## src/logic/exec_settings.svh

```systemverilog
// Widths for the execute stage; EXEC_DIV_STEPS must equal EXEC_XLEN for the restoring divider
`ifndef EXEC_SETTINGS_SVH
`define EXEC_SETTINGS_SVH

////////////////////
// Datapath widths
////////////////////

// Operand and result width
`define EXEC_XLEN 32

// Register file address width
`define EXEC_REG_AW 5

////////////////////
// Divider
////////////////////

// One quotient bit per iterate cycle
`define EXEC_DIV_STEPS `EXEC_XLEN

`endif

```

## src/logic/exec_pkg.sv

```systemverilog
// Shared types of the execute stage; field widths come from exec_settings.svh
`include "exec_settings.svh"

package exec_pkg;

  ////////////////////
  // Operators
  ////////////////////

  // ALU operator, all 16 codes used
  typedef enum logic [3:0] {
    ALU_ADD  = 4'd0,
    ALU_SUB  = 4'd1,
    ALU_AND  = 4'd2,
    ALU_OR   = 4'd3,
    ALU_XOR  = 4'd4,
    ALU_SLL  = 4'd5,
    ALU_SRL  = 4'd6,
    ALU_SRA  = 4'd7,
    ALU_SLT  = 4'd8,
    ALU_SLTU = 4'd9,
    // Branch compares
    ALU_EQ   = 4'd10,
    ALU_NE   = 4'd11,
    ALU_LT   = 4'd12,
    ALU_GE   = 4'd13,
    ALU_LTU  = 4'd14,
    ALU_GEU  = 4'd15
  } alu_op_e;

  // Multiplier operator, low or unsigned high word
  typedef enum logic {
    MUL   = 1'b0,
    MULHU = 1'b1
  } mul_op_e;

  // Divider operator
  typedef enum logic [1:0] {
    DIV  = 2'd0,
    DIVU = 2'd1,
    REM  = 2'd2,
    REMU = 2'd3
  } div_op_e;

  // Divider control states, also the datapath step enables
  typedef enum logic [2:0] {
    IDLE = 3'd0,
    LOAD = 3'd1,
    ITER = 3'd2,
    DONE = 3'd3
  } div_state_e;

  ////////////////////
  // Pipeline structs
  ////////////////////

  // ID/EX, one instruction
  typedef struct packed {
    logic                    instr_valid;
    logic                    alu_en;
    logic                    mul_en;
    logic                    div_en;
    alu_op_e                 alu_op;
    mul_op_e                 mul_op;
    div_op_e                 div_op;
    logic [`EXEC_XLEN-1:0]   operand_a;
    logic [`EXEC_XLEN-1:0]   operand_b;
    logic                    rf_we;
    logic [`EXEC_REG_AW-1:0] rf_waddr;
    logic [`EXEC_XLEN-1:0]   pc;
    logic                    illegal_insn;
  } id_ex_pipe_t;

  // EX/WB, registered result
  typedef struct packed {
    logic                    instr_valid;
    logic                    rf_we;
    logic [`EXEC_REG_AW-1:0] rf_waddr;
    logic [`EXEC_XLEN-1:0]   rf_wdata;
    logic [`EXEC_XLEN-1:0]   pc;
    logic                    illegal_insn;
  } ex_wb_pipe_t;

  // Controller requests to EX
  typedef struct packed {
    logic kill_ex;
    logic halt_ex;
  } ctrl_fsm_t;

endpackage

```

## src/logic/div_datapath.sv

```systemverilog
// Restoring divider datapath; operands must be stable in LOAD, result valid only in DONE
`include "exec_settings.svh"

module div_datapath (
  input  logic                   clk,
  input  logic                   rst_n,
  input  exec_pkg::div_state_e   state_i,
  input  exec_pkg::div_op_e      op_i,
  input  logic [`EXEC_XLEN-1:0]  op_a_i,
  input  logic [`EXEC_XLEN-1:0]  op_b_i,
  output logic [`EXEC_XLEN-1:0]  result_o
);

  localparam int XLEN = `EXEC_XLEN;

  logic            is_signed;
  logic            a_neg;
  logic            b_neg;
  logic [XLEN-1:0] a_mag;
  logic [XLEN-1:0] b_mag;

  // Step signals
  logic [XLEN:0]   rem_shift;
  logic [XLEN:0]   trial;
  logic            fits;

  // Operation flags, captured in LOAD
  logic            quo_neg_q;
  logic            rem_neg_q;
  logic            div0_q;
  logic            rem_sel_q;

  // Working registers
  logic [XLEN-1:0] rem_q;
  logic [XLEN-1:0] quo_q;
  logic [XLEN-1:0] divisor_q;

  logic [XLEN-1:0] quo_fixed;
  logic [XLEN-1:0] rem_fixed;

  ////////////////////
  // Operand magnitudes
  ////////////////////

  assign is_signed = (op_i == exec_pkg::DIV) || (op_i == exec_pkg::REM);
  assign a_neg     = is_signed && op_a_i[XLEN-1];
  assign b_neg     = is_signed && op_b_i[XLEN-1];
  // Most negative value maps to 2^(XLEN-1) unsigned
  assign a_mag     = a_neg ? (~op_a_i + 1'b1) : op_a_i;
  assign b_mag     = b_neg ? (~op_b_i + 1'b1) : op_b_i;

  ////////////////////
  // Shift-subtract step
  ////////////////////

  // Next dividend bit enters the partial remainder
  assign rem_shift = {rem_q, quo_q[XLEN-1]};
  assign trial     = rem_shift - {1'b0, divisor_q};
  assign fits      = (rem_shift >= {1'b0, divisor_q});

  always_ff @(posedge clk or negedge rst_n) begin
    if (!rst_n) begin
      quo_neg_q <= 1'b0;
      rem_neg_q <= 1'b0;
      div0_q    <= 1'b0;
      rem_sel_q <= 1'b0;
    end else if (state_i == exec_pkg::LOAD) begin
      quo_neg_q <= a_neg ^ b_neg;
      // Remainder takes the dividend sign
      rem_neg_q <= a_neg;
      div0_q    <= (op_b_i == '0);
      rem_sel_q <= (op_i == exec_pkg::REM) || (op_i == exec_pkg::REMU);
    end
  end

  always_ff @(posedge clk) begin
    if (state_i == exec_pkg::LOAD) begin
      rem_q     <= '0;
      // Quotient register starts out holding the dividend
      quo_q     <= a_mag;
      divisor_q <= b_mag;
    end else if (state_i == exec_pkg::ITER) begin
      rem_q     <= fits ? trial[XLEN-1:0] : rem_shift[XLEN-1:0];
      quo_q     <= {quo_q[XLEN-2:0], fits};
    end
  end

  ////////////////////
  // Result with sign fix
  ////////////////////

  // Zero divisor gives all ones; remainder already equals the dividend magnitude
  assign quo_fixed = div0_q    ? '1
                   : quo_neg_q ? (~quo_q + 1'b1) : quo_q;
  assign rem_fixed = rem_neg_q ? (~rem_q + 1'b1) : rem_q;

  assign result_o  = rem_sel_q ? rem_fixed : quo_fixed;

endmodule

```

## src/logic/div_fsm.sv

```systemverilog
// Divider control; valid_i must stay high for the whole division, a low level aborts it
module div_fsm (
  input  logic                   clk,
  input  logic                   rst_n,
  input  logic                   valid_i,
  input  logic                   ready_i,
  input  logic                   last_step_i,
  output exec_pkg::div_state_e   state_o,
  output logic                   valid_o,
  output logic                   ready_o
);

  exec_pkg::div_state_e state_q;
  exec_pkg::div_state_e state_d;

  // Next state
  always_comb begin
    state_d = state_q;
    unique case (state_q)
      exec_pkg::IDLE: begin
        if (valid_i) begin
          state_d = exec_pkg::LOAD;
        end
      end
      // Operands captured here
      exec_pkg::LOAD: state_d = exec_pkg::ITER;
      exec_pkg::ITER: begin
        if (last_step_i) begin
          state_d = exec_pkg::DONE;
        end
      end
      // Hold result until WB takes it
      exec_pkg::DONE: begin
        if (ready_i) begin
          state_d = exec_pkg::IDLE;
        end
      end
      default: state_d = exec_pkg::IDLE;
    endcase
    // Kill or halt aborts from any state
    if (!valid_i) begin
      state_d = exec_pkg::IDLE;
    end
  end

  always_ff @(posedge clk or negedge rst_n) begin
    if (!rst_n) begin
      state_q <= exec_pkg::IDLE;
    end else begin
      state_q <= state_d;
    end
  end

  assign state_o = state_q;
  assign valid_o = (state_q == exec_pkg::DONE);
  assign ready_o = ((state_q == exec_pkg::IDLE) && !valid_i) ||
                   ((state_q == exec_pkg::DONE) && ready_i);

endmodule

```

## src/logic/div_step_counter.sv

```systemverilog
// Counts EXEC_DIV_STEPS iterate cycles; last_step_o is only meaningful in ITER
`include "exec_settings.svh"

module div_step_counter (
  input  logic                   clk,
  input  logic                   rst_n,
  input  exec_pkg::div_state_e   state_i,
  output logic                   last_step_o
);

  localparam int CNT_W = $clog2(`EXEC_DIV_STEPS);

  logic [CNT_W-1:0] cnt_q;

  // Load in LOAD, count down in ITER
  always_ff @(posedge clk or negedge rst_n) begin
    if (!rst_n) begin
      cnt_q <= '0;
    end else if (state_i == exec_pkg::LOAD) begin
      cnt_q <= CNT_W'(`EXEC_DIV_STEPS - 1);
    end else if ((state_i == exec_pkg::ITER) && (cnt_q != '0)) begin
      cnt_q <= cnt_q - 1'b1;
    end
  end

  assign last_step_o = (cnt_q == '0);

endmodule

```

## src/logic/ex_stage.sv

```systemverilog
// Execute stage top; ID must hold id_ex_pipe_i until ex_ready_o, one instruction in flight
`include "exec_settings.svh"

module ex_stage (
  input  logic                   clk,
  input  logic                   rst_n,
  // ID/EX pipeline
  input  exec_pkg::id_ex_pipe_t  id_ex_pipe_i,
  // Controller
  input  exec_pkg::ctrl_fsm_t    ctrl_fsm_i,
  input  logic                   wb_ready_i,
  // EX/WB pipeline
  output exec_pkg::ex_wb_pipe_t  ex_wb_pipe_o,
  // Forwarding and branch to earlier stages
  output logic [`EXEC_XLEN-1:0]  rf_wdata_o,
  output logic                   branch_decision_o,
  // Stage handshake
  output logic                   ex_ready_o,
  output logic                   ex_valid_o
);

  logic                  instr_live;
  logic                  mul_en_gated;
  logic                  div_en_gated;

  // ALU
  logic [`EXEC_XLEN-1:0] alu_result;
  logic                  alu_cmp_result;

  // Multiplier
  logic [`EXEC_XLEN-1:0] mul_result;
  logic                  mul_valid;
  logic                  mul_ready;

  // Divider
  exec_pkg::div_state_e  div_state;
  logic                  div_last_step;
  logic [`EXEC_XLEN-1:0] div_result;
  logic                  div_valid;
  logic                  div_ready;

  // Live unless killed or halted
  assign instr_live   = id_ex_pipe_i.instr_valid && !ctrl_fsm_i.kill_ex && !ctrl_fsm_i.halt_ex;

  // Dropping the enable aborts a multi-cycle op
  assign mul_en_gated = id_ex_pipe_i.mul_en && instr_live;
  assign div_en_gated = id_ex_pipe_i.div_en && instr_live;

  ////////////////////
  // ALU
  ////////////////////

  exec_alu alu0 (
    .op_i         (id_ex_pipe_i.alu_op),
    .operand_a_i  (id_ex_pipe_i.operand_a),
    .operand_b_i  (id_ex_pipe_i.operand_b),
    .result_o     (alu_result),
    .cmp_result_o (alu_cmp_result)
  );

  assign branch_decision_o = alu_cmp_result;

  ////////////////////
  // Multiplier
  ////////////////////

  exec_mult mult0 (
    .clk      (clk),
    .rst_n    (rst_n),
    .op_i     (id_ex_pipe_i.mul_op),
    .op_a_i   (id_ex_pipe_i.operand_a),
    .op_b_i   (id_ex_pipe_i.operand_b),
    .valid_i  (mul_en_gated),
    .ready_i  (wb_ready_i),
    .result_o (mul_result),
    .valid_o  (mul_valid),
    .ready_o  (mul_ready)
  );

  ////////////////////
  // Divider
  ////////////////////

  div_fsm div_fsm0 (
    .clk         (clk),
    .rst_n       (rst_n),
    .valid_i     (div_en_gated),
    .ready_i     (wb_ready_i),
    .last_step_i (div_last_step),
    .state_o     (div_state),
    .valid_o     (div_valid),
    .ready_o     (div_ready)
  );

  div_step_counter div_cnt0 (
    .clk         (clk),
    .rst_n       (rst_n),
    .state_i     (div_state),
    .last_step_o (div_last_step)
  );

  div_datapath div_dp0 (
    .clk      (clk),
    .rst_n    (rst_n),
    .state_i  (div_state),
    .op_i     (id_ex_pipe_i.div_op),
    .op_a_i   (id_ex_pipe_i.operand_a),
    .op_b_i   (id_ex_pipe_i.operand_b),
    .result_o (div_result)
  );

  // Write data picked by the one-hot unit enable with the ALU as default
  always_comb begin
    unique case (1'b1)
      id_ex_pipe_i.mul_en: rf_wdata_o = mul_result;
      id_ex_pipe_i.div_en: rf_wdata_o = div_result;
      default:             rf_wdata_o = alu_result;
    endcase
  end

  ////////////////////
  // Stage handshake
  ////////////////////

  // Kill always frees the stage; ALU is never the bottleneck
  assign ex_ready_o = ctrl_fsm_i.kill_ex ||
                      (mul_ready && div_ready && wb_ready_i && !ctrl_fsm_i.halt_ex);

  // Illegal instructions pass on as a bubble-free flag
  assign ex_valid_o = instr_live &&
                      (id_ex_pipe_i.alu_en                 ||
                       (id_ex_pipe_i.mul_en && mul_valid)  ||
                       (id_ex_pipe_i.div_en && div_valid)  ||
                       id_ex_pipe_i.illegal_insn);

  ////////////////////
  // EX/WB register
  ////////////////////

  always_ff @(posedge clk or negedge rst_n) begin
    if (!rst_n) begin
      ex_wb_pipe_o <= '0;
    end else if (ex_valid_o && wb_ready_i) begin
      ex_wb_pipe_o.instr_valid  <= 1'b1;
      // No register write for an illegal instruction
      ex_wb_pipe_o.rf_we        <= id_ex_pipe_i.rf_we && !id_ex_pipe_i.illegal_insn;
      if (id_ex_pipe_i.rf_we) begin
        ex_wb_pipe_o.rf_waddr   <= id_ex_pipe_i.rf_waddr;
        ex_wb_pipe_o.rf_wdata   <= rf_wdata_o;
      end
      ex_wb_pipe_o.pc           <= id_ex_pipe_i.pc;
      ex_wb_pipe_o.illegal_insn <= id_ex_pipe_i.illegal_insn;
    end else if (wb_ready_i) begin
      // Bubble keeps the payload
      ex_wb_pipe_o.instr_valid  <= 1'b0;
    end
  end

endmodule

```

## src/logic/exec_alu.sv

```systemverilog
// Single-cycle ALU; shift amount is the low log2(EXEC_XLEN) bits of operand b, as in RV32I
`include "exec_settings.svh"

module exec_alu (
  input  exec_pkg::alu_op_e      op_i,
  input  logic [`EXEC_XLEN-1:0]  operand_a_i,
  input  logic [`EXEC_XLEN-1:0]  operand_b_i,
  output logic [`EXEC_XLEN-1:0]  result_o,
  output logic                   cmp_result_o
);

  localparam int SHAMT_W = $clog2(`EXEC_XLEN);

  logic [SHAMT_W-1:0] shamt;
  logic               is_eq;
  logic               lt_s;
  logic               lt_u;

  assign shamt = operand_b_i[SHAMT_W-1:0];

  // Shared comparators for slt/sltu and branches
  assign is_eq = (operand_a_i == operand_b_i);
  assign lt_s  = ($signed(operand_a_i) < $signed(operand_b_i));
  assign lt_u  = (operand_a_i < operand_b_i);

  // Branch decision, low for non-branch ops
  always_comb begin
    unique case (op_i)
      exec_pkg::ALU_EQ:  cmp_result_o = is_eq;
      exec_pkg::ALU_NE:  cmp_result_o = !is_eq;
      exec_pkg::ALU_LT:  cmp_result_o = lt_s;
      exec_pkg::ALU_GE:  cmp_result_o = !lt_s;
      exec_pkg::ALU_LTU: cmp_result_o = lt_u;
      exec_pkg::ALU_GEU: cmp_result_o = !lt_u;
      default:           cmp_result_o = 1'b0;
    endcase
  end

  // Result word
  always_comb begin
    unique case (op_i)
      exec_pkg::ALU_ADD:  result_o = operand_a_i + operand_b_i;
      exec_pkg::ALU_SUB:  result_o = operand_a_i - operand_b_i;
      exec_pkg::ALU_AND:  result_o = operand_a_i & operand_b_i;
      exec_pkg::ALU_OR:   result_o = operand_a_i | operand_b_i;
      exec_pkg::ALU_XOR:  result_o = operand_a_i ^ operand_b_i;
      exec_pkg::ALU_SLL:  result_o = operand_a_i << shamt;
      exec_pkg::ALU_SRL:  result_o = operand_a_i >> shamt;
      exec_pkg::ALU_SRA:  result_o = $unsigned($signed(operand_a_i) >>> shamt);
      exec_pkg::ALU_SLT:  result_o = {{(`EXEC_XLEN-1){1'b0}}, lt_s};
      exec_pkg::ALU_SLTU: result_o = {{(`EXEC_XLEN-1){1'b0}}, lt_u};
      // Branch ops return the compare bit zero-extended
      default:            result_o = {{(`EXEC_XLEN-1){1'b0}}, cmp_result_o};
    endcase
  end

endmodule

```

## src/logic/exec_mult.sv

```systemverilog
// Two-cycle unsigned multiplier; operands are sampled on the first edge only, no signed high word
`include "exec_settings.svh"

module exec_mult (
  input  logic                   clk,
  input  logic                   rst_n,
  input  exec_pkg::mul_op_e      op_i,
  input  logic [`EXEC_XLEN-1:0]  op_a_i,
  input  logic [`EXEC_XLEN-1:0]  op_b_i,
  input  logic                   valid_i,
  input  logic                   ready_i,
  output logic [`EXEC_XLEN-1:0]  result_o,
  output logic                   valid_o,
  output logic                   ready_o
);

  logic [2*`EXEC_XLEN-1:0] product;
  logic [`EXEC_XLEN-1:0]   result_q;
  logic                    busy_q;

  // Full unsigned product
  assign product = {{`EXEC_XLEN{1'b0}}, op_a_i} * {{`EXEC_XLEN{1'b0}}, op_b_i};

  // Busy while a result waits for WB
  always_ff @(posedge clk or negedge rst_n) begin
    if (!rst_n) begin
      busy_q <= 1'b0;
    end else if (busy_q) begin
      // Taken by WB, or dropped by kill/halt
      if (ready_i || !valid_i) begin
        busy_q <= 1'b0;
      end
    end else if (valid_i) begin
      busy_q <= 1'b1;
    end
  end

  // Selected half captured on the first edge
  always_ff @(posedge clk) begin
    if (!busy_q && valid_i) begin
      result_q <= (op_i == exec_pkg::MULHU) ? product[2*`EXEC_XLEN-1:`EXEC_XLEN]
                                            : product[`EXEC_XLEN-1:0];
    end
  end

  assign result_o = result_q;
  assign valid_o  = busy_q;
  assign ready_o  = (!busy_q && !valid_i) || (busy_q && ready_i);

endmodule

```

## config.mk

```make
export PLATFORM = sky130hd
export DESIGN_NAME = ex_stage
export DESIGN_NICKNAME = d
export VERILOG_FILES = /design/src/logic/exec_pkg.sv /design/src/logic/div_datapath.sv /design/src/logic/div_fsm.sv /design/src/logic/div_step_counter.sv /design/src/logic/ex_stage.sv /design/src/logic/exec_alu.sv /design/src/logic/exec_mult.sv
export VERILOG_INCLUDE_DIRS = /design/src /design/src/logic
export SDC_FILE = /design/constraint.sdc
export NUM_CORES = 2
export LEC_CHECK = 0
export BUFFER_PORTS_ARGS = -buffer_cell sky130_fd_sc_hd__clkbuf_2
export CELL_PAD_IN_SITES_DETAIL_PLACEMENT = 1
export CELL_PAD_IN_SITES_GLOBAL_PLACEMENT = 2
export CORE_MARGIN = 1
export CORE_UTILIZATION = 44
export DETAILED_ROUTE_END_ITERATION = 12
export PLACE_DENSITY_LB_ADDON = 0.08
export SLEW_MARGIN = 20
export SYNTH_ARGS = -nofsm -noshare
export SYNTH_HDL_FRONTEND = slang
export SYNTH_SLANG_ARGS = --single-unit
```

## constraint.sdc

```tcl
create_clock -name clk -period 12.1 [get_ports clk]
set_input_delay 0.605 -clock clk [delete_from_list [all_inputs] [get_ports clk]]
set_output_delay 0.605 -clock clk [all_outputs]
set_load 0.02 [all_outputs]
```

==> results.cfg <==
[outcome]
status = complete, no violations

[timing]
hold_viol_final = 0
rsz0062_at_grt = no
worst_clock_skew_ns = 0.0189
max_slew_margin = 0.0981
max_freq_mhz = 102
timing.setup.tns_ns = 0
slew_viol_final = 0
finalCritPeriodShare = 0.814
min_period_ns = 9.85
tightest_slew_ns = 1.35
setup_viol = 0

[job]
maxCapViolations = 0

[synth]
yosys_most_used_dff = edfxtp_1
synth_area_sq_um = 53900
ys_seq_elements = 212
synth_top_cell_area_share = 0.334
yosys.area.top_type = fa_1
ys_warn_count = 0
syn-mean-instance-area_sq_um = 8.42
synth_cells = 6401
async_flop_share = 0.396
syn_nets = 7821
synth.distinct_cells = 86
synth_edf_count = 96
ys_seq_area_frac = 0.104
netlist_top_cells_area = fa_1 33%, ha_1 9.3%, inv_1 7.1%

[cts]
clkLatencyLatePin_ns = 0.58
root_buffer = clkbuf_16
cts_buffers = 25
cts_resized = 0
cts_htree_levels = 1
clock-sinks = 212
cts_tree = done
clock_path_buffers = 3
clk_pin_slew_ns = 0.06

[min_path]
hp-class = input port to flip-flop

[floorplan]
rows = 128
io_pins = 226
die_h_um = 352
initial_core_util = 0.443
core_sq_um = 122000
die_x_um = 352
dieArea_sq_um = 124000

[worst_setup_path]
required_ns = 12.40
worstPathMaxFanout = 21
crit_type = input port to flip-flop
start_kind = input port
cp-end-kind = flip-flop
critPathArrivalTime_ns = 10.15

[drt]
wl_mm = 262
drt_iter0_markers = 4793
drc = 0
dr.pass1.iters = 5
via_count = 50000
antenna_left = 0
wl_per_cell_um = 32.5
viasPerCell = 6.20

[placement]
buffer_ports.inserted = 225
gp_congestion = 1.06
hpwl_mm = 204

[global_routing]
grt_overflow_total = 0
antenna_found_initial = 14
grt_first_pass_wirelength_mm = 377
grt_max_degree = 74
track_usage = 0.421
grt_pass1_vias = 52700

[finish]
areaGrowthSynthToFinish_pct = 7.16
final.fill_count = 14600
drive_gt1_frac = 0.0979
nets = 7835
## what timing repair did
| item | CTS | global route |
|---|---|---|
| endpoints found under the hold margin | 16 | 0 |
| buffers inserted | 0 | 0 |
| endpoints found under the setup margin | 0 | 0 |
| hold buffers | 1 | 0 |
## flip-flops by register name, summed over array words and instances, names as in the netlist
signal,count
div_cnt0.cnt_q,5
div_dp0.div0_q,1
div_dp0.divisor_q,32
div_dp0.quo_neg_q,1
div_dp0.quo_q,32
div_dp0.rem_neg_q,1
div_dp0.rem_q,32
div_dp0.rem_sel_q,1
div_fsm0.state_o,2
ex_wb_pipe_o,72
mult0.result_o,32
mult0.valid_o,1
## cells by family after synthesis
| group | after synthesis | share of synthesized area |
|---|---|---|
| buffers and inverters | 1457 | 0.102 |
| xor gates and xnor gates | 224 | 0.0364 |
| adders and majority gates | 1301 | 0.427 |
| AOI/OAI and AO/OA | 1048 | 0.128 |
| muxes | 196 | 0.0495 |
| DFF | 212 | 0.104 |
| and+or+nand+nor | 1963 | 0.153 |
## worst paths after layout
path | start | to | slack [ns] | cells after the start
max | id_ex_pipe_i[90] | mult0.result_o[31] | 2.25 | 26
min | id_ex_pipe_i[34] | ex_wb_pipe_o[66] | 0.24 | 3
max reg2reg | div_dp0.rem_q[3] | div_dp0.rem_q[11] | 7.35 | 12
min reg2reg | ex_wb_pipe_o[69] | ex_wb_pipe_o[69] | 0.48 | 2
max in group asynchronous | rst_n | ex_wb_pipe_o[16] | 10.45 | 3
min in group asynchronous | rst_n | div_cnt0.cnt_q[2] | 0.46 | 2
## synthesized netlist by cell type (all sizes together) (74+ instances only)
| cell | count |
|---|---|
| nand2 | 652 |
| ha | 402 |
| xor2 | 89 |
| mux2i | 74 |
| dfrtp | 84 |
| a21oi | 293 |
| o21ai | 216 |
| inv | 1024 |
| buf | 121 |
| nor2 | 947 |
| edfxtp | 96 |
| clkbuf | 292 |
| xnor2 | 135 |
| fa | 899 |
## metrics by stage
step	hold slack (ns)	std cells	util	instance area, sq um	worst slack, ns
detailed placement	0.469	8012	0.468	56900	1.81
CTS	0.216	8059	0.474	57700	2.38
finish	0.236	8067	0.475	57800	2.25
global route	0.251	8061	0.474	57700	2.11
floorplan	0.309	6401	-	53900	2.47
global placement	0.460	8011	0.467	56900	1.89
## placed cells by master (no fill, tap or decap), drive strengths merged, types with 49 or more instances in the layout
master     n
fa       899
mux2      73
xor2      89
mux4      49
a21o      62
clkbuf   252
nand3     54
a31oi     51
o31ai     50
xnor2    135
edfxtp    96
mux2i     74
a21oi    293
a211oi    50
nor3      67
o21ai    216
dfrtp     84
nor2     947
buf      177
inv     1024
ha       402
nand2    652
## layout make-up
type / instances / area, sq um / area share
multi-input combinational: 4732 / 42900 / 0.742
sequential: 212 / 5630 / 0.0974
inverter: 1044 / 3920 / 0.0679
timing repair buffer: 400 / 2480 / 0.0430
tap: 1625 / 2030 / 0.0352
clock buffer: 30 / 644 / 0.0112
clock inverter: 16 / 169 / 0.00292
antenna: 8 / 20.0 / 0.000347
## worst max-delay path, cell delays in order
cell      delay (ns)
clkbuf_2        0.63
clkinv_1        0.67
buf_4           0.48
nor2_1          0.20
fa_1            0.47
fa_1            0.52
inv_1           0.05
fa_1            0.46
fa_1            0.53
inv_1           0.06
fa_1            0.57
fa_1            0.45
fa_1            0.49
inv_1           0.05
fa_1            0.48
inv_1           0.05
ha_1            0.42
nand4_1         0.25
nor2_1          0.22
and3_1          0.18
o311ai_0        0.32
a31oi_1         0.46
o22ai_1         0.17
o41ai_1         0.90
o221a_2         0.34
o211ai_1        0.09
## layer usage
| layer | GRT usage | routed length [um] |
|---|---|---|
| met5 | 0 | 48 |
| met4 | 0.250 | 19400 |
| met2 | 0.658 | 116000 |
| met3 | 0.0994 | 25800 |
| met1 | 0.530 | 101000 |
Power is left out: the tool's default activity adds up to more than one toggle a clock period on the data nets, which glitch-free logic cannot reach.
